### config.mk
export PLATFORM = sky130hd
export DESIGN_NAME = xm23_core
export DESIGN_NICKNAME = d
export VERILOG_FILES = /design/src/design/xm23_isa_pkg.sv /design/src/design/xm23_core_pkg.sv /design/src/design/xm23_stage_reg.sv /design/src/design/xm23_fetch.sv /design/src/design/xm23_decode.sv /design/src/design/xm23_execute.sv /design/src/design/xm23_reg_file.sv /design/src/design/xm23_core.sv
export VERILOG_INCLUDE_DIRS = /design/src /design/src/design
export SDC_FILE = /design/constraint.sdc
export NUM_CORES = 1
export LEC_CHECK = 0
export BUFFER_PORTS_ARGS = -buffer_cell sky130_fd_sc_hd__buf_2
export CAP_MARGIN = 20
export CORE_AREA = 2 2 170 138
export CTS_CLUSTER_SIZE = 30
export DETAILED_ROUTE_END_ITERATION = 16
export DIE_AREA = 0 0 172 140
export GPL_TIMING_DRIVEN = 0
export PLACE_DENSITY_LB_ADDON = 0.2
export SYNTH_ARGS = -nofsm -noshare
export SYNTH_HDL_FRONTEND = slang
export SYNTH_SLANG_ARGS = --single-unit
### constraint.sdc
create_clock -name clock -period 4.92 [get_ports clock]
set_clock_uncertainty 0.1 [all_clocks]
set_input_delay 0.492 -clock clock [delete_from_list [all_inputs] [get_ports clock]]
set_output_delay 0.492 -clock clock [all_outputs]
set_load 0.02 [all_outputs]
### src/design/xm23_settings.svh
`ifndef XM23_SETTINGS_SVH
`define XM23_SETTINGS_SVH

`define XM23_WORD_BITS 16
`define XM23_NUM_REGS  8

// Constant table rows selected by RC = 1
`define XM23_CONST_0 16'd0
`define XM23_CONST_1 16'd1
`define XM23_CONST_2 16'd2
`define XM23_CONST_3 16'd4
`define XM23_CONST_4 16'd8
`define XM23_CONST_5 16'd16
`define XM23_CONST_6 16'd32
`define XM23_CONST_7 16'hffff

`endif

### src/design/xm23_isa_pkg.sv
`default_nettype none

package xm23_isa_pkg;

	typedef logic [15:0] instr_t;
	typedef logic [2:0] reg_num_t;
	typedef logic [7:0] imm_byte_t;

	// Major opcode, instr[15:12]; other codes are no-ops
	typedef enum logic [3:0] {
		OP_ADD  = 4'h4,
		OP_SUB  = 4'h5,
		OP_AND  = 4'h6,
		OP_XOR  = 4'h7,
		OP_MOV  = 4'h8,
		OP_SXT  = 4'h9,
		OP_SWPB = 4'ha,
		OP_MOVL = 4'hc,
		OP_MOVH = 4'hd
	} opcode_t;

	// Register/constant format
	typedef struct packed {
		opcode_t opcode;
		logic rc;
		logic byte_mode;
		logic [3:0] spare;
		reg_num_t src;
		reg_num_t dst;
	} alu_fields_t;

	// Immediate byte format (MOVL, MOVH)
	typedef struct packed {
		opcode_t opcode;
		logic spare;
		imm_byte_t imm;
		reg_num_t dst;
	} imm_fields_t;

	function automatic logic op_is_alu(input opcode_t op);
		return (op == OP_ADD) || (op == OP_SUB) || (op == OP_AND) ||
			(op == OP_XOR) || (op == OP_MOV);
	endfunction

	function automatic logic op_writes(input opcode_t op);
		return op_is_alu(op) || (op == OP_SXT) || (op == OP_SWPB) ||
			(op == OP_MOVL) || (op == OP_MOVH);
	endfunction

endpackage

`default_nettype wire

### src/design/xm23_core_pkg.sv
`default_nettype none

`include "xm23_settings.svh"

package xm23_core_pkg;
	import xm23_isa_pkg::*;

	typedef logic [`XM23_WORD_BITS-1:0] word_t;

	// Flags high to low: C Z N V
	typedef struct packed {
		logic c;
		logic z;
		logic n;
		logic v;
	} psw_t;

	// Decode to execute
	typedef struct packed {
		opcode_t opcode;
		logic byte_mode;
		reg_num_t dst;
		word_t dst_val;
		word_t src_val;	// Register or constant row
		imm_byte_t imm;
	} dec_payload_t;

	// Execute to writeback
	typedef struct packed {
		reg_num_t dst;
		word_t result;
		psw_t psw;
		logic set_flags;
	} exe_payload_t;

endpackage

`default_nettype wire

### src/design/xm23_stage_reg.sv
`timescale 1ns/100ps
`default_nettype none

module xm23_stage_reg #(
	parameter type payload_t = logic
) (
	input logic clock,
	input logic reset,
	input logic in_valid,
	input payload_t in_payload,
	input logic hold,
	output logic out_valid,
	output payload_t out_payload
);

	always_ff @(posedge clock) begin
		if (reset)
			out_valid <= 1'b0;
		else if (!hold)
			out_valid <= in_valid;	// Bubble when nothing arrives
	end

	// Payload only moves with a valid item
	always_ff @(posedge clock) begin
		if (!hold && in_valid)
			out_payload <= in_payload;
	end

endmodule

`default_nettype wire

### src/design/xm23_fetch.sv
`timescale 1ns/100ps
`default_nettype none

module xm23_fetch
	import xm23_isa_pkg::*;
(
	input logic clock,
	input logic reset,
	input instr_t instr,
	input logic instr_req,
	output logic instr_ack,
	output logic fetch_valid,
	output instr_t fetch_instr,
	input logic stall
);

	logic take;
	logic consumed;

	assign take = instr_req && !instr_ack && !fetch_valid;	// Buffer must be empty
	assign consumed = fetch_valid && !stall;

	// Four-phase ack: rise on capture, fall once req drops
	always_ff @(posedge clock) begin
		if (reset) begin
			instr_ack <= 1'b0;
			fetch_valid <= 1'b0;
		end else begin
			if (take)
				instr_ack <= 1'b1;
			else if (!instr_req)
				instr_ack <= 1'b0;

			if (take)
				fetch_valid <= 1'b1;
			else if (consumed)
				fetch_valid <= 1'b0;	// Decode took it
		end
	end

	always_ff @(posedge clock) begin
		if (take)
			fetch_instr <= instr;
	end

endmodule

`default_nettype wire

### src/design/xm23_decode.sv
`timescale 1ns/100ps
`default_nettype none

`include "xm23_settings.svh"

module xm23_decode
	import xm23_isa_pkg::*, xm23_core_pkg::*;
(
	input logic clock,
	input logic reset,
	input logic fetch_valid,
	input instr_t fetch_instr,
	output reg_num_t rd_num_a,
	output reg_num_t rd_num_b,
	input word_t rd_data_a,
	input word_t rd_data_b,
	input logic exe_busy_valid,
	input logic wb_busy_valid,
	input reg_num_t exe_busy_reg,
	input reg_num_t wb_busy_reg,
	output logic stall,
	output logic dec_valid,
	output dec_payload_t dec_payload
);

	localparam word_t CONST_TBL [8] = '{
		`XM23_CONST_0, `XM23_CONST_1, `XM23_CONST_2, `XM23_CONST_3,
		`XM23_CONST_4, `XM23_CONST_5, `XM23_CONST_6, `XM23_CONST_7
	};

	alu_fields_t alu_f;
	imm_fields_t imm_f;
	opcode_t opcode;
	logic writes;
	logic reads_src;
	logic hit_dst;
	logic hit_src;
	dec_payload_t next_payload;

	assign alu_f = alu_fields_t'(fetch_instr);
	assign imm_f = imm_fields_t'(fetch_instr);
	assign opcode = alu_f.opcode;
	assign writes = op_writes(opcode);
	assign reads_src = op_is_alu(opcode) && !alu_f.rc;	// Constant needs no register

	// Port A always reads the destination, port B the source
	assign rd_num_a = alu_f.dst;
	assign rd_num_b = alu_f.src;

	// No forwarding, so any pending write to a read register stalls
	assign hit_dst = writes && ((exe_busy_valid && exe_busy_reg == alu_f.dst) ||
		(wb_busy_valid && wb_busy_reg == alu_f.dst));
	assign hit_src = reads_src && ((exe_busy_valid && exe_busy_reg == alu_f.src) ||
		(wb_busy_valid && wb_busy_reg == alu_f.src));
	assign stall = fetch_valid && (hit_dst || hit_src);

	always_comb begin
		next_payload.opcode = opcode;
		next_payload.byte_mode = alu_f.byte_mode;
		next_payload.dst = alu_f.dst;
		next_payload.dst_val = rd_data_a;
		next_payload.src_val = alu_f.rc ? CONST_TBL[alu_f.src] : rd_data_b;
		next_payload.imm = imm_f.imm;
	end

	// Non-writing opcodes are consumed here and never enter the slot
	xm23_stage_reg #(
		.payload_t(dec_payload_t)
	) exe_slot (
		.clock(clock),
		.reset(reset),
		.in_valid(fetch_valid && !stall && writes),
		.in_payload(next_payload),
		.hold(1'b0),	// Execute never stalls
		.out_valid(dec_valid),
		.out_payload(dec_payload)
	);

endmodule

`default_nettype wire

### src/design/xm23_execute.sv
`timescale 1ns/100ps
`default_nettype none

module xm23_execute
	import xm23_isa_pkg::*, xm23_core_pkg::*;
(
	input logic clock,
	input logic reset,
	input logic dec_valid,
	input dec_payload_t dec_payload,
	input psw_t psw_cur,
	output logic exe_valid,
	output exe_payload_t exe_payload,
	output reg_num_t exe_busy_reg
);

	word_t d, s, op_b, alu_w, result;
	logic [16:0] sum_w;
	logic [8:0] sum_b;
	logic is_sub, is_arith, set_flags;
	logic msb_d, msb_b, msb_r, carry, zero;
	psw_t psw_base, psw_new;
	exe_payload_t next_payload;

	assign d = dec_payload.dst_val;
	assign s = dec_payload.src_val;
	assign exe_busy_reg = dec_payload.dst;

	assign is_sub = (dec_payload.opcode == OP_SUB);
	assign is_arith = (dec_payload.opcode == OP_ADD) || is_sub;
	assign set_flags = is_arith || (dec_payload.opcode == OP_AND) ||
		(dec_payload.opcode == OP_XOR);

	// SUB is DST + ~SRC + 1
	assign op_b = is_sub ? ~s : s;
	assign sum_w = {1'b0, d} + {1'b0, op_b} + {16'd0, is_sub};
	assign sum_b = {1'b0, d[7:0]} + {1'b0, op_b[7:0]} + {8'd0, is_sub};	// Byte carry

	always_comb begin
		case (dec_payload.opcode)
			OP_ADD, OP_SUB: alu_w = sum_w[15:0];
			OP_AND: alu_w = d & s;
			OP_XOR: alu_w = d ^ s;
			default: alu_w = s;	// MOV
		endcase
	end

	always_comb begin
		case (dec_payload.opcode)
			OP_SXT: result = {{8{d[7]}}, d[7:0]};
			OP_SWPB: result = {d[7:0], d[15:8]};
			OP_MOVL: result = {d[15:8], dec_payload.imm};
			OP_MOVH: result = {dec_payload.imm, d[7:0]};
			default: result = dec_payload.byte_mode ? {d[15:8], alu_w[7:0]} : alu_w;	// Keep high byte
		endcase
	end

	assign msb_d = dec_payload.byte_mode ? d[7] : d[15];
	assign msb_b = dec_payload.byte_mode ? op_b[7] : op_b[15];
	assign msb_r = dec_payload.byte_mode ? result[7] : result[15];
	assign carry = dec_payload.byte_mode ? sum_b[8] : sum_w[16];
	assign zero = dec_payload.byte_mode ? (result[7:0] == 8'd0) : (result == '0);

	// PSW as it stands once the older instruction in writeback lands
	assign psw_base = (exe_valid && exe_payload.set_flags) ? exe_payload.psw : psw_cur;

	always_comb begin
		psw_new = psw_base;	// Logic ops keep C and V
		psw_new.z = zero;
		psw_new.n = msb_r;
		if (is_arith) begin
			psw_new.c = carry;
			psw_new.v = (msb_d == msb_b) && (msb_r != msb_d);
		end
	end

	always_comb begin
		next_payload.dst = dec_payload.dst;
		next_payload.result = result;
		next_payload.psw = psw_new;
		next_payload.set_flags = set_flags;
	end

	xm23_stage_reg #(
		.payload_t(exe_payload_t)
	) wb_slot (
		.clock(clock),
		.reset(reset),
		.in_valid(dec_valid),
		.in_payload(next_payload),
		.hold(1'b0),	// Writeback never stalls
		.out_valid(exe_valid),
		.out_payload(exe_payload)
	);

endmodule

`default_nettype wire

### src/design/xm23_reg_file.sv
`timescale 1ns/100ps
`default_nettype none

`include "xm23_settings.svh"

module xm23_reg_file
	import xm23_isa_pkg::*, xm23_core_pkg::*;
(
	input logic clock,
	input logic reset,
	input reg_num_t rd_num_a,
	input reg_num_t rd_num_b,
	output word_t rd_data_a,
	output word_t rd_data_b,
	input logic exe_valid,
	input exe_payload_t exe_payload,
	output logic wb_valid,
	output reg_num_t wb_reg,
	output word_t wb_data,
	output psw_t psw
);

	word_t regs [`XM23_NUM_REGS];

	// Write-first bypass of the word being retired this cycle
	assign rd_data_a = (exe_valid && exe_payload.dst == rd_num_a) ? exe_payload.result :
		regs[rd_num_a];
	assign rd_data_b = (exe_valid && exe_payload.dst == rd_num_b) ? exe_payload.result :
		regs[rd_num_b];

	always_ff @(posedge clock) begin
		if (reset) begin
			for (int i = 0; i < `XM23_NUM_REGS; i++)
				regs[i] <= '0;
			psw <= '0;
			wb_valid <= 1'b0;
		end else begin
			wb_valid <= exe_valid;	// One pulse per retired write
			if (exe_valid) begin
				regs[exe_payload.dst] <= exe_payload.result;
				if (exe_payload.set_flags)
					psw <= exe_payload.psw;
			end
		end
	end

	always_ff @(posedge clock) begin
		if (exe_valid) begin
			wb_reg <= exe_payload.dst;
			wb_data <= exe_payload.result;
		end
	end

endmodule

`default_nettype wire

### src/design/xm23_core.sv
`timescale 1ns/100ps
`default_nettype none

module xm23_core
	import xm23_isa_pkg::*, xm23_core_pkg::*;
(
	input logic clock,
	input logic reset,
	input instr_t instr,
	input logic instr_req,
	output logic instr_ack,
	output logic wb_valid,
	output reg_num_t wb_reg,
	output word_t wb_data,
	output psw_t psw
);

	logic fetch_valid;
	instr_t fetch_instr;
	logic stall;
	reg_num_t rd_num_a, rd_num_b;
	word_t rd_data_a, rd_data_b;
	logic dec_valid;
	dec_payload_t dec_payload;
	logic exe_valid;
	exe_payload_t exe_payload;
	reg_num_t exe_busy_reg;

	xm23_fetch fetch0 (
		.clock(clock),
		.reset(reset),
		.instr(instr),
		.instr_req(instr_req),
		.instr_ack(instr_ack),
		.fetch_valid(fetch_valid),
		.fetch_instr(fetch_instr),
		.stall(stall)
	);

	xm23_decode decode0 (
		.clock(clock),
		.reset(reset),
		.fetch_valid(fetch_valid),
		.fetch_instr(fetch_instr),
		.rd_num_a(rd_num_a),
		.rd_num_b(rd_num_b),
		.rd_data_a(rd_data_a),
		.rd_data_b(rd_data_b),
		.exe_busy_valid(dec_valid),	// Item in execute
		.wb_busy_valid(exe_valid),	// Item in writeback
		.exe_busy_reg(exe_busy_reg),
		.wb_busy_reg(exe_payload.dst),
		.stall(stall),
		.dec_valid(dec_valid),
		.dec_payload(dec_payload)
	);

	xm23_execute execute0 (
		.clock(clock),
		.reset(reset),
		.dec_valid(dec_valid),
		.dec_payload(dec_payload),
		.psw_cur(psw),
		.exe_valid(exe_valid),
		.exe_payload(exe_payload),
		.exe_busy_reg(exe_busy_reg)
	);

	xm23_reg_file reg_file0 (
		.clock(clock),
		.reset(reset),
		.rd_num_a(rd_num_a),
		.rd_num_b(rd_num_b),
		.rd_data_a(rd_data_a),
		.rd_data_b(rd_data_b),
		.exe_valid(exe_valid),
		.exe_payload(exe_payload),
		.wb_valid(wb_valid),
		.wb_reg(wb_reg),
		.wb_data(wb_data),
		.psw(psw)
	);

endmodule

`default_nettype wire

# [Word level (Yosys, flattened, before mapping)]
# Memory sizes are Yosys's and may differ from the RTL's. A register that Yosys moved wholly into a read port is not among the register bits.
# Index checks and enable logic that the tools add are counted.
[classes] bitwise_logic=4 addsub=4 n_lt_le_gt_ge=1 n_reduce_logical=39 eq_ne=25 n_mux=29
[ops] cell="16-bit two-way mux" count=7
[ops] cell="16-bit case mux with 4 select lines" count=1
[ops] cell="16-bit case mux with 3 select lines" count=1
[ops] cell="4-bit equality test, second input constant" count=9
[ops] cell="4-bit by 3-bit equality test with 1-bit output, second input constant" count=8
[ops] cell="16-bit by 16-bit adder with 17-bit output" count=1
[ops] cell="17-bit by 1-bit adder with 17-bit output" count=1
[ops] cell="1-bit two-way mux" count=17
[ops] cell="16-bit AND" count=1
[ops] cell="16-bit zero test" count=1
[ops] cell="16-bit NOT" count=1
[ops] cell="16-bit OR reduction" count=1
[ops] cell="16-bit XOR" count=1
[ops] cell="1-bit logical AND" count=14
[ops] cell="1-bit logical OR" count=14
[ops] cell="3-bit equality test" count=4
[ops] cell="8-bit by 8-bit adder with 9-bit output" count=1
[ops] cell="9-bit by 1-bit adder with 9-bit output" count=1
[ops] cell="8-bit zero test" count=1
[ops] cell="3-bit two-way mux" count=2
[ops] cell="4-bit greater-or-equal comparator, second input constant" count=1
[ops] cell="1-bit zero test" count=4
[ops] cell="4-bit two-way mux" count=1
[ops] cell="2-bit by 1-bit != test with 1-bit output, second input constant" count=2
[ops] cell="other kinds (6)" count=7
[totals] ff_bits=100 input_bits=19 n_memories=2 wordCells=128 out_inout_bits=25 romBits=128 ram_bits=128
[mem_list] memory="(name not given)" depth=8 width=16 rd=1 rd_clocked_by_memory_dff=0 write_ports=0 line_no="xm23_decode.sv:62" rtl="next_payload.src_val = alu_f.rc ? CONST_TBL[alu_f.src] : rd_data_b;"
[mem_list] memory="reg_file0.regs" depth=8 width=16 rd=2 rd_clocked_by_memory_dff=2 write_ports=8 line_no="xm23_reg_file.sv:23" rtl="word_t regs [`XM23_NUM_REGS];"

# [Longest topological paths before layout]
# Gate-level depths: netlist of run 1.
[logic_depth] depth_word=16 mapped_depth=15 mapped_depth_nobuf=12

# [Hierarchy]
# Synthesis of run 1 repeated with hierarchy kept, for this count alone.
[hier_totals] cells_unflattened=1016 hier_area_um2=14015.9
[by_module_without_submodules] module="xm23_reg_file" n_inst=1 seq_area_each_um2=4514.3 cells_per_inst=485 area_each_um2=8192.9
[by_module_without_submodules] module="xm23_execute" n_inst=1 seq_area_each_um2=0.0 cells_per_inst=350 area_each_um2=2511.2
[by_module_without_submodules] module="xm23_stage_reg (decode0.exe_slot)" n_inst=1 seq_area_each_um2=1461.4 cells_per_inst=52 area_each_um2=1483.9
[by_module_without_submodules] module="xm23_stage_reg (execute0.wb_slot)" n_inst=1 seq_area_each_um2=740.7 cells_per_inst=28 area_each_um2=763.2
[by_module_without_submodules] module="xm23_fetch" n_inst=1 seq_area_each_um2=520.5 cells_per_inst=23 area_each_um2=564.3
[by_module_without_submodules] module="xm23_decode" n_inst=1 seq_area_each_um2=0.0 cells_per_inst=78 area_each_um2=500.5

# [Least setup slack after synthesis of run 1]
# OpenSTA, ideal clock, no wires.
[synth_path] path_type="reg-to-reg" start="register decode0.exe_slot.out_payload[44] (netlist bit)" end="register execute0.wb_slot.out_payload[1] (netlist bit), data pin" arrival_time_ns=3.421 synth_period_minus_slack_ns=3.795 path_buffers=2 setup_time_ns=0.274 path_slack_ns=1.125 stages_incl_launch_ff=14 t_required_ns=4.546 path_cell_list="edfxtp_1 > nand4bb_1 > buf_2 > buf_1 > xnor2_1 > ha_1 > and4_1 > and2_1 > a311oi_1 > o21ai_0 > xor2_1 > a211oi_1 > mux2i_1 > o211ai_1"
[synth_rtl] element="from (decl)" line_no="xm23_stage_reg.sv:13" rtl="output payload_t out_payload"
[synth_rtl] element="from (signal assigned)" line_no="xm23_stage_reg.sv:26" rtl="out_payload <= in_payload;"
[synth_rtl] element="to (signal assigned)" line_no="xm23_stage_reg.sv:26"
[synth_rtl] element="to (decl)" line_no="xm23_stage_reg.sv:13"

==> results of run 1 <==
cell type report:
| cell class | count | area [sq um] | area share [%] |
|---|---|---|---|
| flip-flops and latches | 246 | 7270 | 49.1 |
| multi-input cells | 665 | 5690 | 38.4 |
| clock buffers | 35 | 734 | 4.96 |
| well taps | 306 | 383 | 2.59 |
| repair buffers | 48 | 317 | 2.14 |
| plain buffers | 56 | 229 | 1.55 |
| clock inverters | 13 | 128 | 0.862 |
| inverters | 15 | 56.3 | 0.380 |
power breakdown:
| group | internal [mW] | switching (mW) | leakage (nW) |
|---|---|---|---|
| Sequential | 2.38 | 0.0717 | 2.40 |
| Clock | 1.11 | 0.839 | 0.422 |
| Combinational | 0.269 | 0.351 | 2.55 |
| Total | 3.76 | 1.26 | 5.37 |
worst max-delay path by stage:
| stage | to | cells past startpoint | start |
|---|---|---|---|
| floorplan | execute0.wb_slot.out_payload[1]$_DFFE_PP_ | 13 | decode0.exe_slot.out_payload[44]$_DFFE_PP_ |
| global placement | decode0.exe_slot.out_payload[31]$_DFFE_PP_ | 6 | execute0.wb_slot.out_valid$_SDFF_PP0_ |
| detailed placement | execute0.wb_slot.out_payload[3]$_DFFE_PP_ | 13 | decode0.exe_slot.out_payload[44]$_DFFE_PP_ |
| CTS | execute0.wb_slot.out_payload[3]$_DFFE_PP_ | 13 | decode0.exe_slot.out_payload[44]$_DFFE_PP_ |
| global route | execute0.wb_slot.out_payload[3]$_DFFE_PP_ | 15 | decode0.exe_slot.out_payload[47]$_DFFE_PP_ |
| finish | execute0.wb_slot.out_payload[3]$_DFFE_PP_ | 15 | decode0.exe_slot.out_payload[47]$_DFFE_PP_ |
routing by layer:
layer	share of wire, %	vias to the layer above	track usage, %
met4	2.3	0	7.74
met1	42	4496	45.1
li1	-	3948	-
met5	0	-	0
met3	11	59	7.12
met2	45	496	42.9
stage by stage:
step / utilization (%) / total power [mW] / instance area [sq um]
6_report: 66.3 / 5.03 / 14800
3_3_place_gp: 62.0 / 3.08 / 13800
4_1_cts: 66.0 / 5.01 / 14700
2_1_floorplan: - / 2.90 / 13200
3_5_place_dp: 62.1 / 3.10 / 13900
5_1_grt: 66.3 / 5.16 / 14800
kinds of logic after synthesis:
family / after synthesis / share of synthesized area (%)
AOI/OAI and AO/OA: 165 / 8.19
muxes: 120 / 15.4
adders and majority gates: 38 / 3.65
xor gates and xnor gates: 35 / 2.32
and+or+nand+nor: 307 / 13.3
DFF: 246 / 54.9
buffers and inverters: 72 / 2.18
placed cells by master, fill, tap and decap left out, types with 30 or more instances in the layout:
cell type / count
clkbuf_1: 44
nor2_1: 30
mux4_2: 64
buf_2: 51
o21ai_0: 54
and2_1: 132
a21oi_1: 33
nand2_1: 46
ha_1: 37
edfxtp_1: 234
critical path: stages, from the launching register on:
cell and delay [ns]:
edfxtp_1 0.35, clkbuf_1 0.35, nand2b_1 0.17, buf_2 0.26
buf_2 0.34, nor3_1 0.09, mux2i_1 0.21, fa_1 0.27
nand3b_1 0.17, a21oi_1 0.09, nor3b_1 0.56, a31oi_1 0.25
nor4_1 0.44, o31a_1 0.25, o2111ai_1 0.11, o21ai_1 0.33
repair_timing:
action | in CTS | in global routing
endpoints found under the setup margin | 1 | 2
setup buffers | 0 | 0
resized for setup | 1 | 0
==> metrics.txt, run 1 <==
GRT Util Overall between 20 and 30%; Die Height between 100 and 150 um; crit path time final ~4.6 ns; vias post-DR around 9.0k; RSZ-0062 raised after global routing no; Top Ports between 40 and 50; Max Cap Violations 0; Inst Count DP between 1k and 1.5k; Hold Slack between 0.02 and 0.025 ns; Power Dens Cells 340 nW/um^2; GP Congestion 0.979; Synth cell types 67; worst slew pin tran 1.05 ns; Main synth FF type edfxtp_1; hpwl dp about 25000 um; asr flop ratio synth 0%; final worst slack roughly 0.34 ns; largest fanout on the critical path 10; biggest regs reg_file0.regs (128), decode0.exe_slot.out_payload (47), execute0.wb_slot.out_payload (24); EDFF count, synth roughly 230; pre-CTS WS -0.0914 ns; hold-fix buffers at CTS 0; CTS tree done; final hold violation count 0; Iter 0 DRT Violations 1175; R2R setup slack roughly 0.34 ns; post-route ant nets 0; number of global-route vias before repair about 9k; Leakage Power 5.37 nW; Initial Util 59.3%; Synth warnings 0; Sink Count approximately 250; syn avg cell area 13.5 sq um; Root Buffer clkbuf_16; Final Max Slew Viols 0; CTS Buffer Depth 3; dominant cell type by area after synthesis edfxtp_1; buffers added on ports 43; die area 24100 sq um; Crit Path Class reg -> reg; Layout area overhead 11.9%; Synth area leaders edfxtp_1 (53%), mux4_2 (11%), and2_1 (6.2%), ha_1 (3.5%), mux2_2 (2.5%); peak supply drop around 0.29 mV; Rel. slew slack 29.4%; global route overflow 0; Routed WL per cell ~25 um; die width about 170 um; row cnt 49; crit share post-route a little over 90%; drt drc 0; worst r2r src decode0.exe_slot.out_payload[47]$_DFFE_PP_; setup TNS 0 ns; worst hold path depth 1; top-area cell type share of the netlist area a little over half; count leader, synth edfxtp_1; DRT Pass-1 Iters 7; Final #Nets about 1.1k; hold path endpoint fetch0.fetch_instr[2]$_DFFE_PP_; first-pass GRT wire length approximately 52000 um; Max Freq ~220 MHz; Seq/Total Area, Yosys between 50% and 60%; Syn Nets between 1k and 1.5k; mapped cell area 13200 sq um; Final setup viols 0; worst r2r dst execute0.wb_slot.out_payload[3]$_DFFE_PP_; Largest register FFs around 130; initial antenna violation count 0; HP Start instr[2]; DR vias/cell 6.50; CTS clock-pin slew for the worst setup and hold paths approximately 0.060 ns; WL final 34400 um; share of layout cells above drive strength 1 19.6%; Commonest cells post-synth edfxtp_1 (234), and2_1 (132), mux4_2 (64); register bank with the most flops reg_file0.regs; worst reg2reg path depth 15; CORE AREA 22300 sq um; worst path arrival time about 4.8 ns; Post-Syn Instances 983; # fillers between 1.5k and 2k; worst skew pair latency roughly 0.54 ns; outcome finished clean; TritonCTS Buffers 26; H-tree depth 1; CP Launch Type register; final cell count without fillers ~1.4k; Yosys reg bits between 200 and 250; CP Capture Type register; n_diodes 0; min-delay worst type in -> reg; largest net degree at the start of global routing 34; CP Data Required Time just over 5 ns
Power figures use the tool's default switching activity.
==> run 2, diff against run 1 <==
--- a/config.mk
+++ b/config.mk
@@ -14,6 +14,7 @@
 export DIE_AREA = 0 0 172 140
 export GPL_TIMING_DRIVEN = 0
 export PLACE_DENSITY_LB_ADDON = 0.2
+export RECOVER_POWER = 100
 export SYNTH_ARGS = -nofsm -noshare
 export SYNTH_HDL_FRONTEND = slang
 export SYNTH_SLANG_ARGS = --single-unit
==> run 2 against run 1 <==
Effect of this change: the run now ends with max-capacitance violations, max-slew violations left; maximum frequency fell by 1.8%; sequential share of layout area rose by 0.40 points; core utilization fell by 0.54 points; cell count did not move; combinational power fell by 2%.
==> metrics.txt, run 2 (synthesized netlist as in run 1, its figures left out) <==
buffers added on ports 43; worst slew pin tran between 1.5 and 2 ns; TritonCTS Buffers 26; # fillers 1630; Buf/Inv on CP 2; initial antenna violation count 0; worst-path cell chain clkbuf_1 > inv_1 > nor3_1 > mux2i_1 > fa_1 > nand3b_1 > a21oi_1 > a31o_2 > o21ai_2 > or4_4 > nor4_4 > o2111ai_1 > o21ai_1; Sink Count about 250; Die Height between 100 and 150 um; largest net degree at the start of global routing 34; DRT Pass-1 Iters 5; critical path's slowest cell clkbuf_1; worst skew pair latency ~0.54 ns; H-tree depth 1; CORE AREA 22300 sq um; share of layout cells above drive strength 1 between 10% and 20%; worst path arrival time around 4.9 ns; Final Max Slew Viols 31; biggest regs reg_file0.regs (128), decode0.exe_slot.out_payload (47), execute0.wb_slot.out_payload (24); CP Launch Type register; die area between 20000 and 25000 sq um; Inst Count DP 1334; n_diodes 0; post-route ant nets 0; Initial Util around three fifths; crit share post-route between 90 and 100%; final hold violation count 0; Routed WL per cell approximately 25 um; failing checks max-capacitance violations, max-slew violations; Max Freq approximately 210 MHz; vias post-DR about 9k; Final #Nets between 1k and 1.5k; Top Ports 44; Power Dens Cells about 340 nW/um^2; CTS clock-pin slew for the worst setup and hold paths 0.06 ns; CTS tree done; Rel. slew slack -4.21%; CP peak stage delay roughly 0.6 ns; die width around 170 um; hpwl dp between 20000 and 25000 um; number of global-route vias before repair about 8.9k; Root Buffer clkbuf_16; Iter 0 DRT Violations about 1.1k; Crit Path Class reg -> reg; most frequent cells in the layout edfxtp_1 (234), and2_0 (83), clkbuf_1 (81), mux4_2 (64), o21ai_0 (54); final cell count without fillers between 1k and 1.5k; CP Data Required Time 5.13 ns; Final setup viols 0; crit path time final 4.67 ns; Leakage Power between 5 and 6 nW; most common cell after layout, fill and taps aside edfxtp_1; hold-fix buffers at CTS 0; CTS Buffer Depth 3; CP Capture Type register; first-pass GRT wire length between 50000 and 60000 um; Max Cap Violations 2; Layout area overhead 11.0%; DR vias/cell about 6.5; global route overflow 0; WL final ~34000 um; Top delay family on crit path simple AND/OR/NAND/NOR gates; drt drc 0; Largest register FFs between 100 and 150; GRT Util Overall between 20% and 30%; Tot Pwr ~5 mW; register bank with the most flops reg_file0.regs; peak supply drop roughly 0.29 mV; min-delay worst type in -> reg; GP Congestion approximately 1; largest fanout on the critical path 10; row cnt around 50; outcome complete, but fails checks; RSZ-0062 raised after global routing no
-- run 2: repair_timing --
action | in CTS | in global routing
endpoints found under the setup margin | 1 | 2
gates resized for setup | 1 | 0
buffers inserted | 0 | 0
-- run 2: worst paths after layout --
| path | start | slack, ns | depth (start not counted) | end |
|---|---|---|---|---|
| worst max-delay path | decode0.exe_slot.out_payload[44]$_DFFE_PP_ | 0.25 | 13 | execute0.wb_slot.out_payload[3]$_DFFE_PP_ |
| worst min-delay path | instr[2] | 0.02 | 1 | fetch0.fetch_instr[2]$_DFFE_PP_ |
| worst max register to register | decode0.exe_slot.out_payload[44]$_DFFE_PP_ | 0.25 | 13 | execute0.wb_slot.out_payload[3]$_DFFE_PP_ |
| worst min register to register | fetch0.fetch_instr[7]$_DFFE_PP_ | 0.32 | 0 | decode0.exe_slot.out_payload[4]$_DFFE_PP_ |
-- run 2: through the flow --
| stage | setup slack [ns] | hold slack [ns] | util (%) | area [sq um] | TNS, ns |
|---|---|---|---|---|---|
| finish | 0.254 | 0.0239 | 65.8 | 14700 | 0 |
| global placement | -0.309 | 0.301 | 62.0 | 13800 | -14.49 |
| CTS | 0.220 | 0.0158 | 66.0 | 14700 | 0 |
| global route | 0.0860 | 0.0156 | 65.8 | 14700 | 0 |
| floorplan | 1.12 | 0.300 | - | 13200 | 0 |
| detailed placement | -0.0914 | 0.306 | 62.1 | 13900 | -0.0914 |
-- run 2: cell type report --
cell class	instances	area, sq um	area share (%)
clock buffer	35	734	5.00
multi-input combinational	665	5680	38.7
buffer	56	228	1.55
inverter	15	56.3	0.383
timing repair buffer	48	210	1.43
sequential	246	7270	49.5
clock inverter	13	128	0.869
tap	306	383	2.61
-- run 2: routing by layer --
metal  global-route usage [%]  part of all wire [%]
met4                     7.74                   2.3
met5                        0                     0
met1                     45.1                    43
met3                     7.12                    10
met2                     42.9                    45
-- run 2: power breakdown --
group / total [mW] / leakage [nW] / switching [mW] / internal (mW)
Clock: 1.94 / 0.422 / 0.832 / 1.11
Sequential: 2.46 / 2.40 / 0.0715 / 2.39
Combinational: 0.610 / 2.32 / 0.350 / 0.260
Total: 5.01 / 5.14 / 1.25 / 3.76
